[src/common/cluster_bus_pkg.sv]
// Cluster egress bus definitions
`default_nettype none

package cluster_bus_pkg;

  // ----------------------------------------
  // Widths
  // ----------------------------------------
  localparam int AddrWidth      = 32;
  localparam int DataWidth      = 32;
  localparam int CoreIdWidth    = 4;
  localparam int PortIdxWidth   = 2;
  localparam int ClusterIdWidth = CoreIdWidth + PortIdxWidth;
  localparam int ExtIdWidth     = 2;

  typedef enum logic {
    OP_READ  = 1'b0,
    OP_WRITE = 1'b1
  } bus_op_e;

  typedef enum logic {
    RESP_OKAY = 1'b0,
    RESP_ERR  = 1'b1
  } bus_resp_e;

  // ----------------------------------------
  // Request channel, one beat per transaction
  // ----------------------------------------
  typedef struct packed {
    bus_op_e                op;
    logic [AddrWidth-1:0]   addr;
    logic [DataWidth-1:0]   wdata;
    logic [CoreIdWidth-1:0] id;
  } core_req_t;

  typedef struct packed {
    bus_op_e                   op;
    logic [AddrWidth-1:0]      addr;
    logic [DataWidth-1:0]      wdata;
    logic [ClusterIdWidth-1:0] id;
  } cl_req_t;

  typedef struct packed {
    bus_op_e               op;
    logic [AddrWidth-1:0]  addr;
    logic [DataWidth-1:0]  wdata;
    logic [ExtIdWidth-1:0] id;
  } ext_req_t;

  // ----------------------------------------
  // Response channel
  // ----------------------------------------
  typedef struct packed {
    bus_resp_e              resp;
    logic [DataWidth-1:0]   rdata;
    logic [CoreIdWidth-1:0] id;
  } core_rsp_t;

  typedef struct packed {
    bus_resp_e                 resp;
    logic [DataWidth-1:0]      rdata;
    logic [ClusterIdWidth-1:0] id;
  } cl_rsp_t;

  typedef struct packed {
    bus_resp_e             resp;
    logic [DataWidth-1:0]  rdata;
    logic [ExtIdWidth-1:0] id;
  } ext_rsp_t;

endpackage

`default_nettype wire

[src/id_remap.sv]
// Cluster to external ID remapper
`timescale 1ns/100ps
`default_nettype none

module id_remap #(
  parameter int REMAP_SLOTS = 4
) (
  input  wire logic                clk_i,
  input  wire logic                arst_n_i,
  input  cluster_bus_pkg::cl_req_t  cl_req_i,
  input  wire logic                cl_req_valid_i,
  output logic                     cl_req_ready_o,
  output cluster_bus_pkg::ext_req_t ext_req_o,
  output logic                     ext_req_valid_o,
  input  wire logic                ext_req_ready_i,
  input  cluster_bus_pkg::ext_rsp_t ext_rsp_i,
  input  wire logic                ext_rsp_valid_i,
  output logic                     ext_rsp_ready_o,
  output cluster_bus_pkg::cl_rsp_t  cl_rsp_o,
  output logic                     cl_rsp_valid_o,
  input  wire logic                cl_rsp_ready_i
);

  localparam int EW  = cluster_bus_pkg::ExtIdWidth;
  localparam int CLW = cluster_bus_pkg::ClusterIdWidth;

  logic [REMAP_SLOTS-1:0] busy_q;
  logic [CLW-1:0]         slot_id_q [REMAP_SLOTS];
  logic [EW-1:0]          free_idx;
  logic                   free_found;
  logic                   id_hit;
  logic                   stall;
  logic                   take;
  logic                   release_slot;

  // ----------------------------------------
  // Slot lookup
  // ----------------------------------------
  always_comb begin
    free_idx   = '0;
    free_found = 1'b0;
    id_hit     = 1'b0;
    for (int i = 0; i < REMAP_SLOTS; i++) begin
      if (!busy_q[i] && !free_found) begin
        free_found = 1'b1;
        free_idx   = i[EW-1:0];
      end
      if (busy_q[i] && slot_id_q[i] == cl_req_i.id) begin
        id_hit = 1'b1;
      end
    end
  end

  // One outstanding transaction per cluster ID
  assign stall           = !free_found || id_hit;
  assign ext_req_valid_o = cl_req_valid_i && !stall;
  assign cl_req_ready_o  = ext_req_ready_i && !stall;
  assign take            = ext_req_valid_o && ext_req_ready_i;

  assign ext_req_o = '{op:    cl_req_i.op,
                       addr:  cl_req_i.addr,
                       wdata: cl_req_i.wdata,
                       id:    free_idx};

  // Responses carry the slot number back
  assign cl_rsp_o = '{resp:  ext_rsp_i.resp,
                      rdata: ext_rsp_i.rdata,
                      id:    slot_id_q[ext_rsp_i.id]};
  assign cl_rsp_valid_o  = ext_rsp_valid_i;
  assign ext_rsp_ready_o = cl_rsp_ready_i;
  assign release_slot    = ext_rsp_valid_i && cl_rsp_ready_i;

  // ----------------------------------------
  // Slot table
  // ----------------------------------------
  always_ff @(posedge clk_i or negedge arst_n_i) begin
    if (!arst_n_i) begin
      busy_q <= '0;
    end else begin
      for (int i = 0; i < REMAP_SLOTS; i++) begin
        if (take && free_idx == i[EW-1:0]) begin
          busy_q[i] <= 1'b1;
        end else if (release_slot && ext_rsp_i.id == i[EW-1:0]) begin
          busy_q[i] <= 1'b0;
        end
      end
    end
  end

  always_ff @(posedge clk_i) begin
    if (take) begin
      slot_id_q[free_idx] <= cl_req_i.id;
    end
  end

endmodule

`default_nettype wire

[config.mk]
export PLATFORM = sky130hd
export DESIGN_NAME = id_remap
export DESIGN_NICKNAME = d
export VERILOG_FILES = /design/src/common/cluster_bus_pkg.sv /design/src/id_remap.sv
export SDC_FILE = /design/constraint.sdc
export NUM_CORES = 1
export LEC_CHECK = 0
export ABC_AREA = 1
export ABC_CLOCK_PERIOD_IN_PS = 1600
export BUFFER_PORTS_ARGS = -buffer_cell sky130_fd_sc_hd__buf_2
export CAP_MARGIN = 10
export CORE_AREA = 2 2 87 89
export DETAILED_ROUTE_END_ITERATION = 6
export DIE_AREA = 0 0 89 91
export PLACE_DENSITY = 0.75
export SLEW_MARGIN = 20
export SYNTH_ARGS = -nofsm -noshare
export SYNTH_HDL_FRONTEND = slang
export SYNTH_SLANG_ARGS = --single-unit
[constraint.sdc]
create_clock -name clk_i -period 1.6 [get_ports clk_i]
set_input_delay 0.24 -clock clk_i [delete_from_list [all_inputs] [get_ports clk_i]]
set_output_delay 0.24 -clock clk_i [all_outputs]
set_load 0.01 [all_outputs]
---- Word-level counts from Yosys, hierarchy flattened ----
Memories as Yosys holds them, arrays and structs flattened.
Cells that the tools add are included.
word-level totals
  bits of input ports ..................... 112
  logic and storage cells ................. 69
  bits in writable memories ............... 24
  output and inout bits ................... 110
  memories ................................ 1
  bits in registers ....................... 4
memory list
  name       depth  bits a word  read ports  clocked after Yosys merged registers in  wr ports  RTL line        source
  slot_id_q  4      6            5           0                                        1         id_remap.sv:28  logic [CLW-1:0] slot_id_q [REMAP_SLOTS];
cells by class
  muxes and demuxes ....................... 21
  reduce and logical (&&, ||, !) cells .... 33
  eq/ne operators ......................... 10
operator list
  kind                count
  $eq 6x6->1          4
  $logic_and 1x1->1   19
  $mux 1              19
  $eq 2x2->1 const B  4
  $reduce_bool 2->1   4
  $logic_not 1->1     7
  $eq 2x1->1 const B  2
  $logic_not 2->1     2
  $mux 2              2
  $logic_or 1x1->1    1

---- Depth between registers and ports, before layout ----
Gate-level depths: netlist of the first run.
  depth after elaboration ................. 16
  mapped depth ............................ 11

---- Least setup slack after synthesis of the first run ----
No wires, ideal clock.
  path type ............................... register -> register
  start ................................... memory slot_id_q[0][1] in the netlist's numbering
  end ..................................... memory slot_id_q[0][0] in the netlist's numbering (enable)
  setup slack ............................. 0.094 ns
  arrival time ............................ 1.192 ns
  period minus slack after synthesis ...... 1.506 ns
  cell stages (with the launch flop) ...... 12
  cells stage by stage .................... edfxtp_1 inv_1 nand2_1 nand2_1 inv_1 nand2_1 nor2_1 nand2_1 nand3_2 nor2_2 nand4_1 inv_1
RTL lines
  what                RTL line
  start: declaration  id_remap.sv:28

==> run metrics, run 1 <==
status finished, violations left; total number of nets in the final design 368; VDD IR-drop max 0.733 mV; IO buf count 25; total cell area at the placement stage just over 2000 µm²; global-route wire length before repair approximately 11 mm; residual DRC count 0; relative slew slack roughly 80%; total number of vias about 1700; Tightest Pin Transition 0.320 ns; Core Footprint 7140 µm²; Highest Clock Rate 0.518 GHz; number of cells on the worst reg-to-reg path 9; Cell Pwr Density 1120 nW/µm²; CP Data Arrival Time 1.69 ns; final critical-path share of the clock period 121%; insertion delay to the later sink of the worst-skew pair 0.27 ns; capturing point of the worst reg2reg path slot_id_q[1][4]; launching element type of the critical path register; Crit Reg-Reg Startpoint slot_id_q[1][4]; clock transition at the registers of the reported paths 0.09 ns; initial antenna violation count 0; TritonCTS sink count 28; Worst Setup SP slot_id_q[1][4]; worst-case clock skew 0.00468 ns; final instance area 2210 µm²; buffers from clock root to sink, at most 2; pin count of the biggest net entering global routing 16; number of cells on the worst hold path 3; maximum net fanout on the critical path 3; GR Overflow Total 0; global routing usage summed across all routing layers 19.6%; # H-tree levels 1; root buf cell sky130_fd_sc_hd__clkbuf_8; critical hold path startpoint ext_rsp_i[1]; detailed-router iteration count before antenna repair 4; final weighted congestion in routability-driven placement 0.871; synthesized area per cell 7.98 µm²; area growth from synthesis to layout -3.76%; Seq/Total Area, Yosys 35.7%; routed vias/inst 4.68; total of endpoints with negative setup slack in the final report 28; static leakage power about 1.1 nW; routed wirelength normalized by instance count 23.9 µm; delay of the slowest cell on the worst path 0.43 ns; R2R Setup Slk -0.16 ns; fraction of final layout cells with drive strength greater than 1 between 30% and 40%; crit path capture type primary output; Post-Place Cells 343; most common cell after layout, fill and taps aside sky130_fd_sc_hd__nand2_1; leading cell types in the layout, fill and taps excluded 58 x sky130_fd_sc_hd__nand2_1, 34 x sky130_fd_sc_hd__inv_1, 33 x sky130_fd_sc_hd__buf_4; Post-Syn Instances 288; violated checks setup timing; die footprint 8100 µm²; num rows 31; Hold Path End busy_q[0]; # IOs 222; Largest delay share family, worst path simple AND/OR/NAND/NOR gates; post-route setup slack -0.329 ns; min cycle time layout slightly below 2 ns; antenna cells 0; number of global-route vias before repair roughly 1700; RSZ-0062 raised after global routing true; MaxCap Viol Count 0; initial cell density of the core 32.2%; Detailed Place HPWL 7.28 mm; final routed wirelength across all metal layers 8.46 mm; number of synthesized register bits 28; DIE HEIGHT slightly above 90 µm; type of the worst setup path reg2out; final number of hold-violating endpoints 0; Worst Path Required 1.36 ns; iteration-0 DRC count of the detailed router between 60 and 70; number of buffers created by CTS 3; Non-Filler Instances 354; Hold WC Path Type in2reg; combined buffer and inverter count along the critical path 2; list of cells traversed by the critical path xnor2_1 -> nand2_1 -> nor2_1 -> nand2_1 -> nand3_2 -> buf_6 -> nor3b_4 -> buf_2; netlist area before placement 2300 µm²; synthesis warning total 0; library cell contributing the largest single delay on the critical path sky130_fd_sc_hd__edfxtp_1; width of the die 89 µm; Netlist cell types 26; clock tree from TritonCTS built; number of nets still failing antenna checks after routing 0; Crit path top cell by count sky130_fd_sc_hd__nand2_1; number of nets produced by synthesis 400; Final Max Slew Viols 0
routing by layer:
layer  share of wire [%]  track usage [%]  wire length, µm  vias up
met3                  26             22.4             2220       12
met2                  48             32.0             4040      172
met5                0.54             4.90               46        -
met1                  24             15.7             2070      727
li1                    -                -                -      744
met4                 1.1             2.61               89        2
cell families after synthesis:
| kind of cell | count (synthesis) | synth area share, % |
|---|---|---|
| AND/OR/NAND/NOR | 92 | 16.6 |
| XOR/XNOR | 3 | 1.14 |
| buffers and inverters | 142 | 39.5 |
| flip-flops | 28 | 35.7 |
| AO/OA/AOI/OAI | 23 | 6.97 |
report_power, final:
part	switching, mW	leakage (nW)	internal [mW]
combinational	0.539	0.802	0.516
clock	0.219	0.0228	0.179
sequential	0.0988	0.264	0.927
total	0.856	1.09	1.62
cell usage after synthesis:
| cell type | instances | area (µm²) |
|---|---|---|
| sky130_fd_sc_hd__nand4_1 | 5 | 31.3 |
| sky130_fd_sc_hd__edfxtp_1 | 24 | 721 |
| sky130_fd_sc_hd__o211ai_1 | 1 | 7.51 |
| sky130_fd_sc_hd__dfrtp_1 | 4 | 100 |
| sky130_fd_sc_hd__nor3_1 | 1 | 5.00 |
| sky130_fd_sc_hd__inv_1 | 38 | 143 |
| sky130_fd_sc_hd__o221ai_1 | 4 | 35.0 |
| sky130_fd_sc_hd__o21ai_1 | 1 | 5.00 |
| sky130_fd_sc_hd__o21ai_0 | 5 | 25.0 |
| sky130_fd_sc_hd__inv_2 | 4 | 15.0 |
| sky130_fd_sc_hd__a21boi_0 | 1 | 7.51 |
| sky130_fd_sc_hd__nor3b_1 | 2 | 15.0 |
| sky130_fd_sc_hd__xnor2_1 | 2 | 17.5 |
| sky130_fd_sc_hd__nand2_1 | 61 | 229 |
| sky130_fd_sc_hd__o31ai_1 | 1 | 7.51 |
| sky130_fd_sc_hd__a21oi_2 | 1 | 8.76 |
| sky130_fd_sc_hd__a221oi_1 | 1 | 8.76 |
| sky130_fd_sc_hd__a21oi_1 | 1 | 5.00 |
| sky130_fd_sc_hd__nand3_2 | 1 | 10.0 |
| sky130_fd_sc_hd__nor2_1 | 16 | 60.1 |
| sky130_fd_sc_hd__nand3_1 | 5 | 25.0 |
| sky130_fd_sc_hd__xor2_1 | 1 | 8.76 |
| sky130_fd_sc_hd__o22ai_1 | 2 | 12.5 |
| sky130_fd_sc_hd__a22oi_1 | 5 | 37.5 |
| sky130_fd_sc_hd__buf_4 | 100 | 751 |
| sky130_fd_sc_hd__nor2_2 | 1 | 6.26 |
flip-flops by register name (all words and copies together) (netlist names):
signal and count:
busy_q 4, slot_id_q 24
worst max-delay path by stage:
stage / slack [ns] / cells past startpoint / end
5_1_grt: -0.46 / 9 / ext_req_valid_o
3_3_place_gp: -0.21 / 12 / slot_id_q[2][3]
2_1_floorplan: 0.09 / 11 / slot_id_q[0][0]
4_1_cts: -0.34 / 11 / ext_req_valid_o
3_5_place_dp: -0.25 / 12 / slot_id_q[2][3]
6_report: -0.33 / 8 / ext_req_valid_o
final cells by class:
cell class | instances | area, µm²
fillers | 773 | 4930
flip-flops and latches | 28 | 822
multi-input cells | 118 | 619
repair buffers | 63 | 440
inverters | 42 | 160
well taps | 99 | 124
clock buffers | 4 | 45.0
through the flow:
step | TNS [ns] | setup WS (ns) | hold WS [ns] | utilization [%] | power [mW]
final | -4.04 | -0.329 | 0.248 | 31.0 | 2.48
after global routing | -7.96 | -0.458 | 0.251 | 31.0 | 2.64
after detailed placement | -4.04 | -0.249 | 0.0546 | 28.4 | 1.80
after CTS | -3.26 | -0.340 | 0.237 | 30.1 | 2.33
after floorplan | 0 | 0.0942 | -0.0556 | - | 1.65
after global placement | -3.30 | -0.205 | 0.0488 | 28.4 | 1.79
tightest hold or removal path, cell delays in order:
cell                      delay [ns]
sky130_fd_sc_hd__buf_2          0.12
sky130_fd_sc_hd__o31ai_1        0.08
sky130_fd_sc_hd__nand2_1        0.06
repair_timing:
item,CTS,global route
hold buffers,1,0
cloned,0,0
setup endpoints to repair,28,35
endpoints found under the hold margin,4,0
setup buffers,4,2
pin swaps,7,5
resized for setup,12,14
Note: power is estimated with default switching activity, not from simulation.
==> run 2, diff against run 1 <==
--- a/config.mk
+++ b/config.mk
@@ -17,3 +17,4 @@
 export SYNTH_ARGS = -nofsm -noshare
 export SYNTH_HDL_FRONTEND = slang
 export SYNTH_SLANG_ARGS = --single-unit
+export TNS_END_PERCENT = 1
==> constraint.sdc (replaced) <==
create_clock -name clk_i -period 1.6 [get_ports clk_i]
set_input_delay 0.08 -clock clk_i [delete_from_list [all_inputs] [get_ports clk_i]]
set_output_delay 0.08 -clock clk_i [all_outputs]
set_load 0.01 [all_outputs]
==> run 2 against run 1 <==
Effect of this change: the flow still finishes with violations (setup timing); clock-buffer cell count unchanged; core utilization fell by 0.070 points; worst setup slack better by 0.18 ns; clock power is 2% higher; register-to-register slack improved by 0.02 ns; sequential share of layout area is essentially flat; largest power group is now registers.
==> run metrics, run 2 (synthesis results as in run 1) <==
status finished, violations left; violated checks setup timing; buffers from clock root to sink, at most 2; final number of hold-violating endpoints 0; die footprint 8100 µm²; Sequential Area 821 µm²; leading cell types in the layout, fill and taps excluded 60 x sky130_fd_sc_hd__nand2_1, 35 x sky130_fd_sc_hd__buf_4, 34 x sky130_fd_sc_hd__inv_1; iteration-0 DRC count of the detailed router 102; number of global-route vias before repair ~1600; Highest Clock Rate approximately 0.57 GHz; Core Footprint between 7000 and 8000 µm²; type of the worst setup path reg2out; most common cell after layout, fill and taps aside sky130_fd_sc_hd__nand2_1; # IOs 222; global routing usage summed across all routing layers 19.1%; DIE HEIGHT 91 µm; Detailed Place HPWL 7.28 mm; final weighted congestion in routability-driven placement approximately 0.95; TritonCTS sink count 28; initial cell density of the core approximately a third; worst-case clock skew 0.00352 ns; Net Sw Frac 34.8%; detailed-router iteration count before antenna repair 4; Largest register FFs 24; initial antenna violation count 0; number of fill cells in the layout 771; pin count of the biggest net entering global routing 16; CP Data Arrival Time ~1.7 ns; Hold WC Path Type in2reg; min cycle time layout 1.74 ns; width of the die 89 µm; largest registers slot_id_q (24), busy_q (4); fraction of final layout cells with drive strength greater than 1 33.5%; Worst Path Required ~1.5 ns; # H-tree levels 1; Setup TNS -2.51 ns; antenna cells 0; total number of vias 1683; final routed wirelength across all metal layers 8.44 mm; critical hold path startpoint cl_req_i[5]; num rows 31; final critical-path share of the clock period 109%; routed vias/inst 4.73; VDD IR-drop max 0.636 mV; Final Max Slew Viols 0; root buf cell sky130_fd_sc_hd__clkbuf_8; sum of internal, switching and leakage power 2.26 mW; routed wirelength normalized by instance count 23.7 µm; static leakage power 1.09 nW; area of combinational cells with multiple inputs 616 µm²; IO buf count 25; residual DRC count 0; number of nets still failing antenna checks after routing 0; number of cells on the worst reg-to-reg path 9; largest reg by FF count slot_id_q; RSZ-0062 raised after global routing true; internal portion of total power 1.48 mW; launching element type of the critical path register; clock tree from TritonCTS built; relative slew slack 68.1%; total of endpoints with negative setup slack in the final report 27; Cell Pwr Density just over 1000 nW/µm²; number of cells on the worst hold path 1; combinational cell fraction of total power 37.2%; number of buffers created by CTS 3; Hold Path End slot_id_q[0][5]; Hold Slack 0.0828 ns; global-route wire length before repair roughly 11 mm; MaxCap Viol Count 0; Reg power frac 45.0%; R2R Setup Slk -0.14 ns; worst slack, placed -0.178 ns; clock transition at the registers of the reported paths 0.10 ns; post-route setup slack -0.144 ns; capturing point of the worst reg2reg path slot_id_q[2][0]; Post-Route Utilization between 30% and 40%; Tightest Pin Transition 0.477 ns; net switching component of the power 788 µW; Clk pwr share 17.8%; insertion delay to the later sink of the worst-skew pair between 0.2 and 0.3 ns; total number of nets in the final design 370; GR Overflow Total 0; Crit Reg-Reg Startpoint slot_id_q[1][0]; area growth from synthesis to layout -3.98%; crit path capture type primary output; maximum net fanout on the critical path 3
==> run 2: changes by cell type in the layout (fill, tap and decap cells not counted), moves of 2 or more <==
cell                      delta
sky130_fd_sc_hd__nor2_4      -2
sky130_fd_sc_hd__nand2_1     +2
sky130_fd_sc_hd__buf_6       -2
sky130_fd_sc_hd__buf_2       +2
sky130_fd_sc_hd__buf_4       +2
==> run 2: per-layer routing <==
metal	GRT usage [%]	part of all wire, %	vias to the layer above	routed length (µm)
met5	7.69	0.54	-	46
li1	-	-	752	-
met4	1.87	0.39	2	33
met2	29.9	46	179	3880
met1	17.3	28	744	2350
met3	20.5	25	6	2130
==> run 2: worst max-delay path, cell delays in order (launching register included) <==
cell and delay [ns]:
sky130_fd_sc_hd__edfxtp_1 0.44, sky130_fd_sc_hd__inv_1 0.09, sky130_fd_sc_hd__nand2_1 0.06, sky130_fd_sc_hd__nand3_1 0.07, sky130_fd_sc_hd__nor2_1 0.04, sky130_fd_sc_hd__nand2_1 0.07, sky130_fd_sc_hd__nand3_2 0.10, sky130_fd_sc_hd__buf_6 0.14
sky130_fd_sc_hd__nor3b_4 0.18, sky130_fd_sc_hd__buf_2 0.17
==> run 2: what timing repair did <==
action	in CTS	in global routing
resized for setup	12	6
setup endpoints to repair	26	34
pin swaps	9	3
hold buffers	1	0
buffers inserted	6	0
hold endpoints to repair	4	0
==> run 2: how the worst max path moves through the flow <==
stage	slack (ns)	from	depth (start not counted)	to
after global placement	-0.11	slot_id_q[1][1]	11	slot_id_q[2][4]
final	-0.14	slot_id_q[1][0]	9	cl_req_ready_o
after floorplan	0.09	slot_id_q[0][1]	11	slot_id_q[0][0]
after global routing	-0.30	slot_id_q[1][0]	9	cl_req_ready_o
after detailed placement	-0.18	slot_id_q[1][1]	11	slot_id_q[2][4]
after CTS	-0.15	slot_id_q[2][2]	9	cl_req_ready_o
==> run 2: power groups by stage <==
stage,combinational [mW],sequential (mW),clock (mW)
after CTS,0.811,1.01,0.401
after global placement,0.756,1.02,0
after floorplan,0.653,0.996,0
final,0.842,1.02,0.403
after global routing,0.940,1.03,0.430
after detailed placement,0.770,1.03,0
==> run 2: layout make-up <==
| type | count | share of cell area (%) |
|---|---|---|
| Tap cell | 99 | 5.62 |
| Sequential cell | 28 | 37.2 |
| Multi-Input combinational cell | 118 | 27.9 |
| Timing Repair Buffer | 65 | 20.1 |
| Clock buffer | 4 | 2.04 |
| Inverter | 42 | 7.15 |
==> run 2: metrics by stage <==
step                instances  instance area (µm²)
finish                    356                 2210
global route              356                 2210
CTS                       356                 2180
detailed placement        346                 2050
global placement          346                 2050
floorplan                 288                 2300
