<file path="src/common/cluster_bus_pkg.sv">
// Cluster egress bus definitions
`default_nettype none

package cluster_bus_pkg;

  // ----------------------------------------
  // Widths
  // ----------------------------------------
  localparam int AddrWidth      = 32;
  localparam int DataWidth      = 32;
  localparam int CoreIdWidth    = 4;
  localparam int PortIdxWidth   = 2;
  localparam int ClusterIdWidth = CoreIdWidth + PortIdxWidth;
  localparam int ExtIdWidth     = 2;

  typedef enum logic {
    OP_READ  = 1'b0,
    OP_WRITE = 1'b1
  } bus_op_e;

  typedef enum logic {
    RESP_OKAY = 1'b0,
    RESP_ERR  = 1'b1
  } bus_resp_e;

  // ----------------------------------------
  // Request channel, one beat per transaction
  // ----------------------------------------
  typedef struct packed {
    bus_op_e                op;
    logic [AddrWidth-1:0]   addr;
    logic [DataWidth-1:0]   wdata;
    logic [CoreIdWidth-1:0] id;
  } core_req_t;

  typedef struct packed {
    bus_op_e                   op;
    logic [AddrWidth-1:0]      addr;
    logic [DataWidth-1:0]      wdata;
    logic [ClusterIdWidth-1:0] id;
  } cl_req_t;

  typedef struct packed {
    bus_op_e               op;
    logic [AddrWidth-1:0]  addr;
    logic [DataWidth-1:0]  wdata;
    logic [ExtIdWidth-1:0] id;
  } ext_req_t;

  // ----------------------------------------
  // Response channel
  // ----------------------------------------
  typedef struct packed {
    bus_resp_e              resp;
    logic [DataWidth-1:0]   rdata;
    logic [CoreIdWidth-1:0] id;
  } core_rsp_t;

  typedef struct packed {
    bus_resp_e                 resp;
    logic [DataWidth-1:0]      rdata;
    logic [ClusterIdWidth-1:0] id;
  } cl_rsp_t;

  typedef struct packed {
    bus_resp_e             resp;
    logic [DataWidth-1:0]  rdata;
    logic [ExtIdWidth-1:0] id;
  } ext_rsp_t;

endpackage

`default_nettype wire

</file>
<file path="src/cdc_src/cdc_src_fifo.sv">
// Gray pointer CDC source stage
`timescale 1ns/100ps
`default_nettype none

module cdc_src_fifo #(
  parameter int LOG_DEPTH = 1
) (
  input  wire logic                                       clk_i,
  input  wire logic                                       arst_n_i,
  input  cluster_bus_pkg::ext_req_t                       req_i,
  input  wire logic                                       req_valid_i,
  output logic                                            req_ready_o,
  output logic [LOG_DEPTH:0]                              req_wptr_o,
  output cluster_bus_pkg::ext_req_t [2**LOG_DEPTH-1:0]    req_data_o,
  input  wire logic [LOG_DEPTH:0]                         req_rptr_i,
  input  wire logic [LOG_DEPTH:0]                         rsp_wptr_i,
  input  cluster_bus_pkg::ext_rsp_t [2**LOG_DEPTH-1:0]    rsp_data_i,
  output cluster_bus_pkg::ext_rsp_t                       rsp_o,
  output logic                                            rsp_valid_o,
  input  wire logic                                       rsp_ready_i,
  output logic [LOG_DEPTH:0]                              rsp_rptr_o
);

  localparam logic [LOG_DEPTH:0] DEPTH_PTR = {1'b1, {LOG_DEPTH{1'b0}}};

  logic [LOG_DEPTH:0] wbin_q;
  logic [LOG_DEPTH:0] rptr_meta_q;
  logic [LOG_DEPTH:0] rptr_sync_q;
  logic [LOG_DEPTH:0] rbin_q;
  logic [LOG_DEPTH:0] wptr_meta_q;
  logic [LOG_DEPTH:0] wptr_sync_q;
  logic               push;
  logic               pop;

  function automatic logic [LOG_DEPTH:0] bin2gray(input logic [LOG_DEPTH:0] b);
    return b ^ (b >> 1);
  endfunction

  function automatic logic [LOG_DEPTH:0] gray2bin(input logic [LOG_DEPTH:0] g);
    logic [LOG_DEPTH:0] b;
    b[LOG_DEPTH] = g[LOG_DEPTH];
    for (int i = LOG_DEPTH - 1; i >= 0; i--) begin
      b[i] = b[i+1] ^ g[i];
    end
    return b;
  endfunction

  // ----------------------------------------
  // Request writer
  // ----------------------------------------
  // Full once every entry is still unread on the far side
  assign req_ready_o = (wbin_q - gray2bin(rptr_sync_q)) != DEPTH_PTR;
  assign push        = req_valid_i && req_ready_o;

  always_ff @(posedge clk_i or negedge arst_n_i) begin
    if (!arst_n_i) begin
      wbin_q      <= '0;
      req_wptr_o  <= '0;
      rptr_meta_q <= '0;
      rptr_sync_q <= '0;
    end else begin
      rptr_meta_q <= req_rptr_i;
      rptr_sync_q <= rptr_meta_q;
      if (push) begin
        wbin_q     <= wbin_q + 1'b1;
        req_wptr_o <= bin2gray(wbin_q + 1'b1);
      end
    end
  end

  always_ff @(posedge clk_i) begin
    if (push) begin
      req_data_o[wbin_q[LOG_DEPTH-1:0]] <= req_i;
    end
  end

  // ----------------------------------------
  // Response reader
  // ----------------------------------------
  assign rsp_valid_o = rsp_rptr_o != wptr_sync_q;
  assign rsp_o       = rsp_data_i[rbin_q[LOG_DEPTH-1:0]];
  assign pop         = rsp_valid_o && rsp_ready_i;

  always_ff @(posedge clk_i or negedge arst_n_i) begin
    if (!arst_n_i) begin
      rbin_q      <= '0;
      rsp_rptr_o  <= '0;
      wptr_meta_q <= '0;
      wptr_sync_q <= '0;
    end else begin
      wptr_meta_q <= rsp_wptr_i;
      wptr_sync_q <= wptr_meta_q;
      if (pop) begin
        rbin_q     <= rbin_q + 1'b1;
        rsp_rptr_o <= bin2gray(rbin_q + 1'b1);
      end
    end
  end

endmodule

`default_nettype wire

</file>
<file path="config.mk">
export PLATFORM = sky130hd
export DESIGN_NAME = cdc_src_fifo
export DESIGN_NICKNAME = d
export VERILOG_FILES = /design/src/common/cluster_bus_pkg.sv /design/src/cdc_src/cdc_src_fifo.sv
export SDC_FILE = /design/constraint.sdc
export NUM_CORES = 1
export LEC_CHECK = 0
export BUFFER_PORTS_ARGS = -buffer_cell sky130_fd_sc_hd__buf_2
export CORE_AREA = 2 2 124 126
export DETAILED_ROUTE_END_ITERATION = 10
export DIE_AREA = 0 0 126 128
export HOLD_SLACK_MARGIN = 0.1
export PLACE_DENSITY = 0.74
export SYNTH_ARGS = -nofsm -noshare
export SYNTH_HDL_FRONTEND = slang
export SYNTH_SLANG_ARGS = --single-unit
export TNS_END_PERCENT = 20
</file>
<file path="constraint.sdc">
create_clock -name clk_i -period 8.75 [get_ports clk_i]
set_input_delay 1.75 -clock clk_i [delete_from_list [all_inputs] [get_ports clk_i]]
set_output_delay 1.75 -clock clk_i [all_outputs]
set_load 0.1 [all_outputs]
</file>
## Yosys cells after proc, flatten, opt, wreduce, memory -nomap -nowiden

Index checks and enable logic that the tools add are counted.

- Multiplexer cells: 5
- Bitwise logic cells: 3
- Equal/unequal tests: 2
- Add/subtract/negate cells: 3
- $lt $le $gt $ge: 3
- Reductions and logical operators: 3

Operators by type and width:

| cell | number |
|---|---|
| 134-bit bitwise mux | 1 |
| 35-bit 2-to-1 mux | 2 |
| 67-bit demux with 1-bit select | 1 |
| 67-bit 2-to-1 mux | 1 |
| 2-bit by 1-bit adder with 2-bit output (second input constant) | 2 |
| 1-bit by 2-bit less-than comparator with 1-bit output (second input constant) | 2 |
| 2-bit by 1-bit bitwise XOR with 2-bit output | 2 |
| 1-bit logical AND | 3 |
| 2-bit != test | 1 |
| 2-bit != test (second input constant) | 1 |
| 2-bit subtractor | 1 |
| 1-bit >= comparator (second input constant) | 1 |
| 1-bit bitwise XOR | 1 |

- Bits in registers: 150
- Word-level logic and storage cells: 35

## Longest topological paths before layout

Gate-level depths: netlist of run 1.

- Depth in word-level cells: 5
- Mapped depth: 5

## Worst setup path before layout of run 1

Ideal clock, no wire load.

- Path kind: in2reg
- From: in req_valid_i
- To: reg req_data_o[100] (netlist bit) (enable)
- Path slack: 1.341 ns
- Library setup time: 0.592 ns
- Cell stages on the path: 2
- Arrival time: 6.817 ns
- Data required time: 8.158 ns
- Cell sequence: nand2_1 -> a211oi_1

- Longest elaborated chain between the ends: 1

RTL lines:

| element | line | RTL |
|---|---|---|
| from (decl) | cdc_src_fifo.sv:11 | `input wire logic req_valid_i,` |
| 1-bit logical AND | cdc_src_fifo.sv:53 | `assign push = req_valid_i && req_ready_o;` |
| to (signal, indexed assignment) | cdc_src_fifo.sv:73 | `req_data_o[wbin_q[LOG_DEPTH-1:0]] <= req_i;` |
| to (decl) | cdc_src_fifo.sv:14 | `output cluster_bus_pkg::ext_req_t [2**LOG_DEPTH-1:0] req_data_o,` |

Every way passes these cells.
A chain may end at the register's enable or synchronous reset.

==> results of run 1 <==
## cell usage after synthesis (2+ instances only)
library cell,n
a21oi_1,5
a31oi_1,2
buf_2,2
buf_4,4
dfrtp_1,14
edfxtp_1,134
inv_1,2
mux2_2,35
nand2_1,8
nand2b_1,3
nor2_1,5
nor3b_1,2
o21ai_0,7
o22ai_1,2
xnor2_1,2
xor2_1,2
## cell usage in the layout (no fill, tap or decap), drive strengths merged, types with 2 or more instances in the layout
cell / count
nand2b: 3
clkinvlp: 3
nor2: 5
mux2: 35
clkbuf: 17
a31oi: 2
clkinv: 5
xor2: 2
edfxtp: 134
nand2: 8
o21ai: 7
inv: 9
a21oi: 5
o22ai: 2
buf: 324
dfrtp: 14
nor3b: 2
xnor2: 2
## power by group
group / switching [mW] / internal (mW)
clock: 0.294 / 0.369
combinational: 1.40 / 0.221
sequential: 0.0478 / 0.926
total: 1.74 / 1.52
## layer usage
layer	vias up	wire length [um]
li1	1593	-
met1	1656	4364
met2	195	7331
met3	17	1354
met4	0	414
met5	-	0
## cell families (layout without fill, tap and decap cells)
logic type,after synthesis,in the layout,share of synthesized area
flip-flops,148,148,0.8569
multiplexers,36,36,0.07917
AND/OR/NAND/NOR,22,22,0.02083
AO/OA/AOI/OAI,17,17,0.01814
buffers and inverters,12,358,0.01814
XOR/XNOR,4,4,0.006864
other,0,1,0
## critical path: stages
cell	delay [ns]
buf_2	0.08
mux2_2	0.14
buf_2	0.45
## stage by stage
step	util	hold slack (ns)	setup WS [ns]
floorplan	-	0.3312	1.341
global placement	0.4646	0.3325	4.559
detailed placement	0.4646	0.3355	4.557
CTS	0.5014	0.3486	4.555
global route	0.5014	0.3615	4.549
finish	0.5016	0.3465	4.562
## sequential cells by signal, summed over array words and instances (netlist names)
| signal | cells |
|---|---|
| rptr_sync_q | 2 |
| req_wptr_o | 2 |
| wptr_meta_q | 2 |
| wbin_q | 1 |
| rptr_meta_q | 2 |
| req_data_o | 134 |
| wptr_sync_q | 2 |
| rbin_q | 1 |
| rsp_rptr_o | 2 |
## path summary, 6_finish.rpt
check | start | end | slack [ns]
hold reg to reg | rptr_meta_q[0]$_DFF_PN0_ | rptr_sync_q[0]$_DFF_PN0_ | 0.35
min in group asynchronous | arst_n_i | req_wptr_o[1]$_DFFE_PN0P_ | 1.25
setup reg to reg | req_wptr_o[1]$_DFFE_PN0P_ | req_data_o[75]$_DFFE_PP_ | 6.78
hold / removal | rptr_meta_q[0]$_DFF_PN0_ | rptr_sync_q[0]$_DFF_PN0_ | 0.35
setup / recovery | rsp_data_i[69] | rsp_o[34] | 4.56
max in group asynchronous | arst_n_i | rptr_meta_q[1]$_DFF_PN0_ | 7.22
## layout make-up
class / instances / area (um^2)
well taps: 188 / 235.2
repair buffers: 324 / 1634
multi-input cells: 79 / 655.6
diodes: 1 / 2.502
clock inverters: 15 / 121.4
inverters: 2 / 7.507
fillers: 1257 / 7408
flip-flops and latches: 148 / 4374
clock buffers: 17 / 425.4
==> impl_results.html, run 1 <==
<table>
<tr><th>Metric</th><th>Value</th></tr>
<tr><th colspan="2">STA</th></tr>
<tr><td>Clock skew</td><td>0.008123 ns</td></tr>
<tr><td>Setup TNS</td><td>0 ns</td></tr>
<tr><td>Max transition margin</td><td>0.6213</td></tr>
<tr><td>Setup repair after global routing missed its margin</td><td>no</td></tr>
<tr><td>Maximum clock rate</td><td>238.8 MHz</td></tr>
<tr><td>Final setup violation count</td><td>0</td></tr>
<tr><td>Max-slew violation count</td><td>0</td></tr>
<tr><td>Minimum period implied by the final worst setup slack</td><td>4.188 ns</td></tr>
<tr><td>Final-report hold violation count</td><td>0</td></tr>
<tr><td>Final period util</td><td>0.4787</td></tr>
<tr><td>Tightest Pin Transition</td><td>0.5681 ns</td></tr>
<tr><th colspan="2">Pwr</th></tr>
<tr><td>Final Power</td><td>3.261 mW</td></tr>
<tr><td>Power Density</td><td>437.4 nW/um^2</td></tr>
<tr><td>Max rail drop VDD</td><td>214.8 uV</td></tr>
<tr><td>Leakage power summed over all cells</td><td>3.194 nW</td></tr>
<tr><th colspan="2">Layout</th></tr>
<tr><td>Number of nets in the layout</td><td>717</td></tr>
<tr><td>Share of final-layout standard cells stronger than drive strength 1</td><td>0.6718</td></tr>
<tr><td>Area growth from synthesis to layout</td><td>46.05%</td></tr>
<tr><td>Post-Layout Inst Area</td><td>7456 um^2</td></tr>
<tr><td>Non-filler instance count after layout</td><td>774</td></tr>
<tr><th colspan="2">Die</th></tr>
<tr><td>Horizontal extent of the die</td><td>126 um</td></tr>
<tr><td>Core area</td><td>14860 um^2</td></tr>
<tr><td>Area of the die</td><td>16130 um^2</td></tr>
<tr><td>Number of top-level pins</td><td>320</td></tr>
<tr><td>Y dimension of the die</td><td>128 um</td></tr>
<tr><td>Site Rows</td><td>45</td></tr>
<tr><td>Initial Util</td><td>0.3434</td></tr>
<tr><th colspan="2">Placement</th></tr>
<tr><td>Cells after DPL</td><td>741</td></tr>
<tr><td>HPWL after DPL</td><td>10510 um</td></tr>
<tr><td>Global placer's final weighted congestion</td><td>0.8178</td></tr>
<tr><td>Number of buffers inserted by port buffering</td><td>319</td></tr>
<tr><td>Area of placed instances</td><td>6907 um^2</td></tr>
<tr><th colspan="2">Status</th></tr>
<tr><td>Status</td><td>finished, final reports clean</td></tr>
<tr><th colspan="2">Clock network</th></tr>
<tr><td>Count of instances resized after the clock tree is built</td><td>0</td></tr>
<tr><td>Hold buffer count at CTS</td><td>0</td></tr>
<tr><td>Number of levels in the clock H-tree</td><td>4</td></tr>
<tr><td>Clock-pin slew on the worst setup and hold paths</td><td>0.06 ns</td></tr>
<tr><td>Sinks on the clock net</td><td>148</td></tr>
<tr><td>TritonCTS buffer count</td><td>17</td></tr>
<tr><td>CTS Root Cell</td><td>clkbuf_16</td></tr>
<tr><td>Number of post-CTS setup repair buffers</td><td>0</td></tr>
<tr><td>Buffers from clock root to sink, at most</td><td>2</td></tr>
<tr><td>Clock latency reported for the late side of the worst-skew pair</td><td>0.41 ns</td></tr>
<tr><td>Clock tree from TritonCTS</td><td>yes</td></tr>
<tr><th colspan="2">Synthesis</th></tr>
<tr><td>Gate Count Post-Synth</td><td>239</td></tr>
<tr><td>Seq cells post-synth</td><td>148</td></tr>
<tr><td>Count of flip-flops with a built-in enable after synthesis</td><td>134</td></tr>
<tr><td>Syn_nets</td><td>384</td></tr>
<tr><td>Cell type contributing the most total cell area after synthesis</td><td>edfxtp_1</td></tr>
<tr><td>Top cells by area, synth</td><td>edfxtp_1, mux2_2, dfrtp_1, o21ai_0, buf_4</td></tr>
<tr><td>Sequential-to-total area share from yosys stat</td><td>0.8569</td></tr>
<tr><td>Yosys warnings</td><td>0</td></tr>
<tr><td>Share of synthesized flip-flops with an asynchronous set or reset</td><td>0.09459</td></tr>
<tr><td>Primary FF master, synth</td><td>edfxtp_1</td></tr>
<tr><td>Area share of the largest cell type after synthesis</td><td>0.7882</td></tr>
<tr><td>Number of distinct library cells after synthesis</td><td>26</td></tr>
<tr><td>Syn avg cell area</td><td>21.36 um^2</td></tr>
<tr><td>Netlist area before placement</td><td>5105 um^2</td></tr>
<tr><th colspan="2">Global route</th></tr>
<tr><td>Global routing's busiest layer</td><td>met2</td></tr>
<tr><td>Wire length of the first global-routing pass</td><td>19100 um</td></tr>
<tr><td>Met1 global-route usage</td><td>0.1542</td></tr>
<tr><td>Via count of the first global-routing pass</td><td>3612</td></tr>
<tr><td>GR Util All Layers</td><td>0.1620</td></tr>
<tr><td>Met2 usage</td><td>0.2929</td></tr>
<tr><td>Pin count of the biggest net entering global routing</td><td>44</td></tr>
<tr><td>Overflow left after global routing</td><td>0</td></tr>
<tr><td>Met3 track demand over resource</td><td>0.07429</td></tr>
<tr><td>Initial antenna violation count</td><td>2</td></tr>
<tr><th colspan="2">Routing</th></tr>
<tr><td>Detailed-router iteration count before antenna repair</td><td>4</td></tr>
<tr><td>Via density</td><td>4.472</td></tr>
<tr><td>Remaining number of nets flagged by the antenna check after routing</td><td>0</td></tr>
<tr><td>DRC Markers</td><td>0</td></tr>
<tr><td>Iteration-0 DRC Markers</td><td>102</td></tr>
<tr><td>Detailed-route via count</td><td>3461</td></tr>
<tr><td>WL final</td><td>13460 um</td></tr>
<tr><td>Wire length per cell after detailed routing</td><td>17.40 um</td></tr>
<tr><th colspan="2">Critical path</th></tr>
<tr><td>Path depth of the worst reg2reg path</td><td>3</td></tr>
<tr><td>Kind of critical path</td><td>primary input to primary output</td></tr>
<tr><td>Kind of end point of the critical path</td><td>primary output</td></tr>
<tr><td>Worst Path Max Fanout</td><td>1</td></tr>
<tr><td>Worst setup SP type</td><td>primary input</td></tr>
<tr><td>Data arrival time of the critical path</td><td>2.44 ns</td></tr>
<tr><td>Critical path data required time</td><td>7.00 ns</td></tr>
<tr><th colspan="2">Hold path</th></tr>
<tr><td>Number of instances on the worst hold path</td><td>0</td></tr>
<tr><td>Hold Crit Class</td><td>flop to flop</td></tr>
<tr><th colspan="2">Flow run</th></tr>
<tr><td>Max-cap violation count</td><td>0</td></tr>
</table>
Power figures use the tool's default switching activity.
==> inputs of run 2 (changes only) <==
- clock period: 8.75 -> 4 ns (I/O delays scaled with it)
==> impl_results.html, run 2 (same netlist as run 1, synthesis figures left out) <==
<table>
<tr><th>Metric</th><th>Value</th></tr>
<tr><th colspan="2">Routing</th></tr>
<tr><td>Wire length per cell after detailed routing</td><td>17.13 um (-1.6%)</td></tr>
<tr><td>Iteration-0 DRC Markers</td><td>138 (+35%)</td></tr>
<tr><td>Remaining number of nets flagged by the antenna check after routing</td><td>0 (unchanged)</td></tr>
<tr><td>DRC Markers</td><td>0 (unchanged)</td></tr>
<tr><td>Via density</td><td>4.494 (+0.49%)</td></tr>
<tr><td>WL final</td><td>13220 um (-1.8%)</td></tr>
<tr><td>Detailed-route via count</td><td>3469 (+0.23%)</td></tr>
<tr><td>Detailed-router iteration count before antenna repair</td><td>5 (+1)</td></tr>
<tr><th colspan="2">STA</th></tr>
<tr><td>Final period util</td><td>0.6855</td></tr>
<tr><td>Setup repair after global routing missed its margin</td><td>no</td></tr>
<tr><td>Clock skew</td><td>0.003879 ns (-0.004245 ns)</td></tr>
<tr><td>Tightest Pin Transition</td><td>0.9450 ns (+0.3769 ns)</td></tr>
<tr><td>Setup TNS</td><td>0 ns (unchanged)</td></tr>
<tr><td>Worst slack on hold paths</td><td>0.2948 ns (-0.05171 ns)</td></tr>
<tr><td>Maximum clock rate</td><td>364.7 MHz</td></tr>
<tr><td>Minimum period implied by the final worst setup slack</td><td>2.742 ns</td></tr>
<tr><td>Final-report hold violation count</td><td>0 (unchanged)</td></tr>
<tr><td>Final setup violation count</td><td>0 (unchanged)</td></tr>
<tr><td>Max transition margin</td><td>0.3700 (-0.2513)</td></tr>
<tr><td>Max-slew violation count</td><td>0 (unchanged)</td></tr>
<tr><th colspan="2">Layout</th></tr>
<tr><td>Share of final-layout standard cells stronger than drive strength 1</td><td>0.6638 (-0.007987)</td></tr>
<tr><td>Final core area utilization</td><td>0.4992 (-0.002441)</td></tr>
<tr><td>Number of nets in the layout</td><td>715 (-0.28%)</td></tr>
<tr><td>Area growth from synthesis to layout</td><td>45.34%</td></tr>
<tr><td>Flip-flop count of the largest register after layout</td><td>134 (unchanged)</td></tr>
<tr><td>Commonest non-fill, non-tap cells in the layout</td><td>buf_2, edfxtp_1, mux2_2, clkbuf_16, dfrtp_1</td></tr>
<tr><td>Most common cell after layout, fill and taps aside</td><td>buf_2</td></tr>
<tr><th colspan="2">Global route</th></tr>
<tr><td>Wire length of the first global-routing pass</td><td>18890 um (-1.1%)</td></tr>
<tr><td>Initial antenna violation count</td><td>1 (-1)</td></tr>
<tr><td>Pin count of the biggest net entering global routing</td><td>68 (+55%)</td></tr>
<tr><td>GR Util All Layers</td><td>0.1586 (-0.003365)</td></tr>
<tr><td>Via count of the first global-routing pass</td><td>3543 (-1.9%)</td></tr>
<tr><td>Overflow left after global routing</td><td>0 (unchanged)</td></tr>
<tr><th colspan="2">Clock network</th></tr>
<tr><td>Count of instances resized after the clock tree is built</td><td>0 (unchanged)</td></tr>
<tr><td>Clock latency reported for the late side of the worst-skew pair</td><td>0.41 ns (about the same)</td></tr>
<tr><td>Sinks on the clock net</td><td>148 (unchanged)</td></tr>
<tr><td>Number of post-CTS setup repair buffers</td><td>0 (unchanged)</td></tr>
<tr><td>Clock tree from TritonCTS</td><td>yes</td></tr>
<tr><td>Number of levels in the clock H-tree</td><td>4 (unchanged)</td></tr>
<tr><td>Hold buffer count at CTS</td><td>0 (unchanged)</td></tr>
<tr><td>TritonCTS buffer count</td><td>17 (unchanged)</td></tr>
<tr><td>Clock-pin slew on the worst setup and hold paths</td><td>0.06 ns (about the same)</td></tr>
<tr><td>CTS Root Cell</td><td>clkbuf_16</td></tr>
<tr><td>Buffers from clock root to sink, at most</td><td>2 (unchanged)</td></tr>
<tr><th colspan="2">Critical path</th></tr>
<tr><td>Kind of end point of the critical path</td><td>primary output</td></tr>
<tr><td>Data arrival time of the critical path</td><td>1.94 ns (-0.50 ns)</td></tr>
<tr><td>Path depth of the worst reg2reg path</td><td>3 (unchanged)</td></tr>
<tr><td>Critical path data required time</td><td>3.20 ns (-3.80 ns)</td></tr>
<tr><td>Worst Path Max Fanout</td><td>35 (+34)</td></tr>
<tr><td>Kind of critical path</td><td>flop to primary output</td></tr>
<tr><td>Worst setup SP type</td><td>flop</td></tr>
<tr><th colspan="2">Die</th></tr>
<tr><td>Area of the die</td><td>16130 um^2 (unchanged)</td></tr>
<tr><td>Horizontal extent of the die</td><td>126 um (unchanged)</td></tr>
<tr><td>Y dimension of the die</td><td>128 um (unchanged)</td></tr>
<tr><td>Core area</td><td>14860 um^2 (unchanged)</td></tr>
<tr><td>Initial Util</td><td>0.3434 (unchanged)</td></tr>
<tr><td>Number of top-level pins</td><td>320 (unchanged)</td></tr>
<tr><td>Site Rows</td><td>45 (unchanged)</td></tr>
<tr><th colspan="2">Status</th></tr>
<tr><td>Status</td><td>finished, final reports clean</td></tr>
<tr><th colspan="2">Placement</th></tr>
<tr><td>Global placer's final weighted congestion</td><td>0.8205 (+0.33%)</td></tr>
<tr><td>Number of buffers inserted by port buffering</td><td>319 (unchanged)</td></tr>
<tr><td>HPWL after DPL</td><td>9950 um (-5.3%)</td></tr>
<tr><th colspan="2">Flow run</th></tr>
<tr><td>Max-cap violation count</td><td>0 (unchanged)</td></tr>
<tr><th colspan="2">Hold path</th></tr>
<tr><td>Hold Crit Class</td><td>primary input to asynchronous set/reset pin</td></tr>
</table>
-- run 2: changes by cell type in the layout (fill, tap and decap cells not counted) --
cell,change
clkbuf_1,+2
clkinv_1,+2
clkinvlp_4,+2
inv_6,-3
clkinv_4,-1
nor3b_4,+1
inv_8,-2
buf_4,-2
nor3b_2,-1
-- run 2: cell type report --
| class | instances | area [um^2] |
|---|---|---|
| clock buffer | 19 | 432.9 |
| antenna | 1 | 2.502 |
| clock inverter | 13 | 86.33 |
| inverter | 2 | 7.507 |
| sequential | 148 | 4374 |
| tap | 188 | 235.2 |
| timing repair buffer | 322 | 1619 |
| multi-input combinational | 79 | 661.9 |
| fill | 1239 | 7445 |
-- run 2: worst max-delay path, stage by stage, from the launching register on --
cell,delay [ns]
dfrtp_1,0.41
buf_4,0.40
mux2_2,0.23
buf_2,0.48
-- run 2: routing by layer --
| layer | up-vias | global-route usage | wire (um) | part of all wire |
|---|---|---|---|---|
| li1 | 1587 | - | - | - |
| met1 | 1663 | 0.1456 | 4314 | 0.33 |
| met2 | 200 | 0.2935 | 7157 | 0.54 |
| met3 | 19 | 0.07721 | 1367 | 0.10 |
| met4 | 0 | 0.07240 | 380 | 0.029 |
| met5 | - | 0 | 0 | 0 |
-- run 2: worst paths after layout --
path,from,endpoint,slack (ns)
setup / recovery,rbin_q[0]$_DFFE_PN0P_,rsp_o[32],1.26
hold / removal,arst_n_i,req_wptr_o[0]$_DFFE_PN0P_,0.29
setup reg to reg,req_wptr_o[1]$_DFFE_PN0P_,req_data_o[114]$_DFFE_PP_,1.79
hold reg to reg,rptr_meta_q[1]$_DFF_PN0_,rptr_sync_q[1]$_DFF_PN0_,0.35
max in group asynchronous,arst_n_i,wptr_sync_q[1]$_DFF_PN0_,3.44
min in group clk_i,rptr_meta_q[1]$_DFF_PN0_,rptr_sync_q[1]$_DFF_PN0_,0.35
-- run 2: per-stage QoR --
step	cell area, um^2	cells	worst slack, ns
after global placement	6898	739	1.581
after floorplan	5122	239	0.1398
final	7420	772	1.258
after global routing	7417	771	1.170
after detailed placement	6898	739	1.487
after CTS	7417	771	1.238
Power of run 2 is left out: the tool's default activity adds up to more than one toggle a clock period on the data nets, which glitch-free logic cannot reach.
==> inputs of run 3 (changes only) <==
- CORE_AREA: 2 2 124 126 -> 2 2 123 125
- DIE_AREA: 0 0 126 128 -> 0 0 125 127
- PLACE_DENSITY: 0.74 -> 0.78
- clock period: 4 -> 2.5 ns (I/O delays scaled with it)
==> impl_results.html, run 3 (same netlist as run 1, synthesis figures left out) <==
<table>
<tr><th>Metric</th><th>Value</th></tr>
<tr><th colspan="2">Status</th></tr>
<tr><td>Status</td><td>finished, final reports clean</td></tr>
<tr><th colspan="2">Clock network</th></tr>
<tr><td>Count of instances resized after the clock tree is built</td><td>0 (unchanged)</td></tr>
<tr><td>Number of post-CTS setup repair buffers</td><td>0 (unchanged)</td></tr>
<tr><td>Clock latency reported for the late side of the worst-skew pair</td><td>0.41 ns (about the same)</td></tr>
<tr><td>Sinks on the clock net</td><td>148 (unchanged)</td></tr>
<tr><td>Clock-pin slew on the worst setup and hold paths</td><td>0.06 ns (about the same)</td></tr>
<tr><td>TritonCTS buffer count</td><td>17 (unchanged)</td></tr>
<tr><td>Number of levels in the clock H-tree</td><td>4 (unchanged)</td></tr>
<tr><td>CTS Root Cell</td><td>clkbuf_16</td></tr>
<tr><td>Clock tree from TritonCTS</td><td>yes</td></tr>
<tr><td>Buffers from clock root to sink, at most</td><td>2 (unchanged)</td></tr>
<tr><td>Hold buffer count at CTS</td><td>1 (+1)</td></tr>
<tr><th colspan="2">Routing</th></tr>
<tr><td>Wire length per cell after detailed routing</td><td>19.46 um (+14%)</td></tr>
<tr><td>Remaining number of nets flagged by the antenna check after routing</td><td>0 (unchanged)</td></tr>
<tr><td>Iteration-0 DRC Markers</td><td>169 (+22%)</td></tr>
<tr><td>WL final</td><td>14960 um (+13%)</td></tr>
<tr><td>DRC Markers</td><td>0 (unchanged)</td></tr>
<tr><td>Detailed-route via count</td><td>3488 (+0.55%)</td></tr>
<tr><td>Via density</td><td>4.536 (+0.94%)</td></tr>
<tr><td>Detailed-router iteration count before antenna repair</td><td>4 (-1)</td></tr>
<tr><th colspan="2">Critical path</th></tr>
<tr><td>Kind of critical path</td><td>flop to primary output</td></tr>
<tr><td>Critical path data required time</td><td>2.00 ns (-1.20 ns)</td></tr>
<tr><td>Worst setup SP type</td><td>flop</td></tr>
<tr><td>Combined buffer and inverter count along the critical path</td><td>1 (-1)</td></tr>
<tr><td>Critical-path cell list</td><td>xor2_1, mux2i_1, buf_2</td></tr>
<tr><td>Library cell contributing the largest single delay on the critical path</td><td>dfrtp_1</td></tr>
<tr><td>Slowest Stage Delay on Critical Path</td><td>0.53 ns (+0.05 ns)</td></tr>
<tr><td>Worst Path Max Fanout</td><td>8 (-77%)</td></tr>
<tr><td>Data arrival time of the critical path</td><td>1.85 ns (-0.09 ns)</td></tr>
<tr><td>Kind of end point of the critical path</td><td>primary output</td></tr>
<tr><td>Cell class contributing the biggest share of worst-path delay</td><td>flip-flops</td></tr>
<tr><th colspan="2">Pwr</th></tr>
<tr><td>Clk network pwr share</td><td>0.201</td></tr>
<tr><td>Logic pwr share</td><td>0.518</td></tr>
<tr><td>Max rail drop VDD</td><td>852.5 uV</td></tr>
<tr><td>Switching fraction of total power</td><td>0.4992</td></tr>
<tr><td>Power Density</td><td>1525 nW/um^2</td></tr>
<tr><td>Switching power total</td><td>6.103 mW</td></tr>
<tr><td>Leakage power summed over all cells</td><td>3.400 nW</td></tr>
<tr><td>Internal cell power</td><td>6.121 mW</td></tr>
<tr><td>Share of power burned in registers</td><td>0.281</td></tr>
<tr><th colspan="2">Hold path</th></tr>
<tr><td>Hold Crit Class</td><td>primary input to flop</td></tr>
<tr><th colspan="2">Placement</th></tr>
<tr><td>Area of placed instances</td><td>7435 um^2 (+7.8%)</td></tr>
<tr><td>HPWL after DPL</td><td>11550 um (+16%)</td></tr>
<tr><td>Global placer's final weighted congestion</td><td>0.8640 (+5.3%)</td></tr>
<tr><td>Number of buffers inserted by port buffering</td><td>319 (unchanged)</td></tr>
<tr><th colspan="2">Layout</th></tr>
<tr><td>Flip-flop count of the largest register after layout</td><td>134 (unchanged)</td></tr>
<tr><td>Share of final-layout standard cells stronger than drive strength 1</td><td>0.6644 (about the same)</td></tr>
<tr><td>Area taken by multi-input logic gates</td><td>663.1 um^2 (+0.19%)</td></tr>
<tr><td>Number of nets in the layout</td><td>718 (+0.42%)</td></tr>
<tr><td>Most common cell after layout, fill and taps aside</td><td>buf_2</td></tr>
<tr><td>Sequential cell area</td><td>4374 um^2 (unchanged)</td></tr>
<tr><td>Area growth from synthesis to layout</td><td>57.03%</td></tr>
<tr><td>Post-Layout Inst Area</td><td>8016 um^2 (+8.0%)</td></tr>
<tr><td>Commonest non-fill, non-tap cells in the layout</td><td>buf_2, edfxtp_1, mux2_2, buf_12, clkbuf_16</td></tr>
<tr><td>Fill cell instance count of the final layout</td><td>1166 (-5.9%)</td></tr>
<tr><th colspan="2">Global route</th></tr>
<tr><td>Overflow left after global routing</td><td>0 (unchanged)</td></tr>
<tr><td>Pin count of the biggest net entering global routing</td><td>44 (-35%)</td></tr>
<tr><td>Initial antenna violation count</td><td>1 (unchanged)</td></tr>
<tr><td>Wire length of the first global-routing pass</td><td>21650 um (+15%)</td></tr>
<tr><td>Via count of the first global-routing pass</td><td>3774 (+6.5%)</td></tr>
<tr><td>GR Util All Layers</td><td>0.1843 (+0.02564)</td></tr>
<tr><th colspan="2">Die</th></tr>
<tr><td>Area of the die</td><td>15880 um^2 (-1.6%)</td></tr>
<tr><td>Number of top-level pins</td><td>320 (unchanged)</td></tr>
<tr><td>Site Rows</td><td>44 (-2.2%)</td></tr>
<tr><td>Initial Util</td><td>0.3539 (+0.01049)</td></tr>
<tr><td>Y dimension of the die</td><td>127 um (-0.78%)</td></tr>
<tr><td>Core area</td><td>14420 um^2 (-3.0%)</td></tr>
<tr><td>Horizontal extent of the die</td><td>125 um (-0.79%)</td></tr>
<tr><th colspan="2">STA</th></tr>
<tr><td>Minimum period implied by the final worst setup slack</td><td>2.346 ns</td></tr>
<tr><td>Tightest Pin Transition</td><td>0.5878 ns (-0.3572 ns)</td></tr>
<tr><td>Max-slew violation count</td><td>0 (unchanged)</td></tr>
<tr><td>Setup TNS</td><td>0 ns (unchanged)</td></tr>
<tr><td>Maximum clock rate</td><td>426.2 MHz</td></tr>
<tr><td>Final period util</td><td>0.9384</td></tr>
<tr><td>Final-report hold violation count</td><td>0 (unchanged)</td></tr>
<tr><td>Max transition margin</td><td>0.6082 (+0.2381)</td></tr>
<tr><td>Final setup violation count</td><td>0 (unchanged)</td></tr>
<tr><td>Clock skew</td><td>0.009252 ns (+0.005373 ns)</td></tr>
<tr><td>Setup repair after global routing missed its margin</td><td>no</td></tr>
<tr><th colspan="2">Flow run</th></tr>
<tr><td>Max-cap violation count</td><td>0 (unchanged)</td></tr>
</table>
run 3: cell count changes in the layout (fill, tap and decap cells not counted):
| cell | before | now |
|---|---|---|
| inv_6 | 2 | 0 |
| clkinvlp_4 | 5 | 2 |
| buf_12 | 0 | 35 |
| and2b_1 | 1 | 0 |
| dlygate4sd3_1 | 0 | 1 |
| and2b_2 | 0 | 1 |
| buf_2 | 319 | 284 |
| buf_4 | 3 | 5 |
| clkbuf_1 | 2 | 1 |
| bufinv_16 | 0 | 3 |
| clkinv_1 | 2 | 3 |
run 3: worst register-to-register path: stages (launching register included):
cell	delay, ns
dfrtp_1	0.53
nor2_1	0.09
nand2_1	0.08
o21ai_0	0.14
nor3b_4	0.23
buf_4	0.50
run 3: worst paths after layout:
| path | from | to | slack, ns | cells past startpoint |
|---|---|---|---|---|
| max in group asynchronous | arst_n_i | rptr_meta_q[1]$_DFF_PN0_ | 1.69 | 2 |
| min in group asynchronous | arst_n_i | req_wptr_o[0]$_DFFE_PN0P_ | 0.56 | 2 |
| setup reg to reg | rptr_sync_q[0]$_DFF_PN0_ | req_data_o[50]$_DFFE_PP_ | 0.52 | 5 |
| hold / removal | rsp_wptr_i[1] | wptr_meta_q[1]$_DFF_PN0_ | 0.20 | 1 |
| hold reg to reg | rptr_meta_q[0]$_DFF_PN0_ | rptr_sync_q[0]$_DFF_PN0_ | 0.35 | 0 |
| setup / recovery | rptr_sync_q[0]$_DFF_PN0_ | req_ready_o | 0.15 | 3 |
run 3: per-layer routing:
metal | share of wire | GRT usage | up-vias
li1 | - | - | 1589
met1 | 0.32 | 0.1708 | 1687
met2 | 0.58 | 0.3593 | 203
met3 | 0.088 | 0.08124 | 9
met4 | 0.0097 | 0.05752 | 0
met5 | 0 | 0 | -
run 3: layout make-up:
class	instances	share of cell area
Antenna cell	1	0.0003122
Clock buffer	18	0.05354
Clock inverter	12	0.01748
Inverter	2	0.0009365
Multi-Input combinational cell	79	0.08272
Sequential cell	148	0.5457
Tap cell	184	0.02872
Timing Repair Buffer	325	0.2706
run 3: power by group through the flow:
stage | Combinational, mW | Clock, mW | Sequential [mW]
2_1_floorplan | 2.37 | 0 | 6.02
3_3_place_gp | 6.29 | 0 | 3.45
3_5_place_dp | 6.36 | 0 | 3.48
4_1_cts | 6.37 | 2.51 | 3.44
5_1_grt | 6.47 | 2.61 | 3.48
6_report | 6.33 | 2.46 | 3.43
run 3: per-stage QoR:
stage	std cells	power [mW]	setup slack [ns]	util	hold WS [ns]
after global placement	737	9.738	0.5980	0.5154	0.3348
after floorplan	239	8.382	-0.4741	-	0.2044
final	769	12.22	0.1539	0.5558	0.1961
after detailed placement	737	9.834	0.5094	0.5154	0.3370
after CTS	768	12.32	0.1288	0.5556	0.1725
after global routing	768	12.56	0.05547	0.5556	0.1715
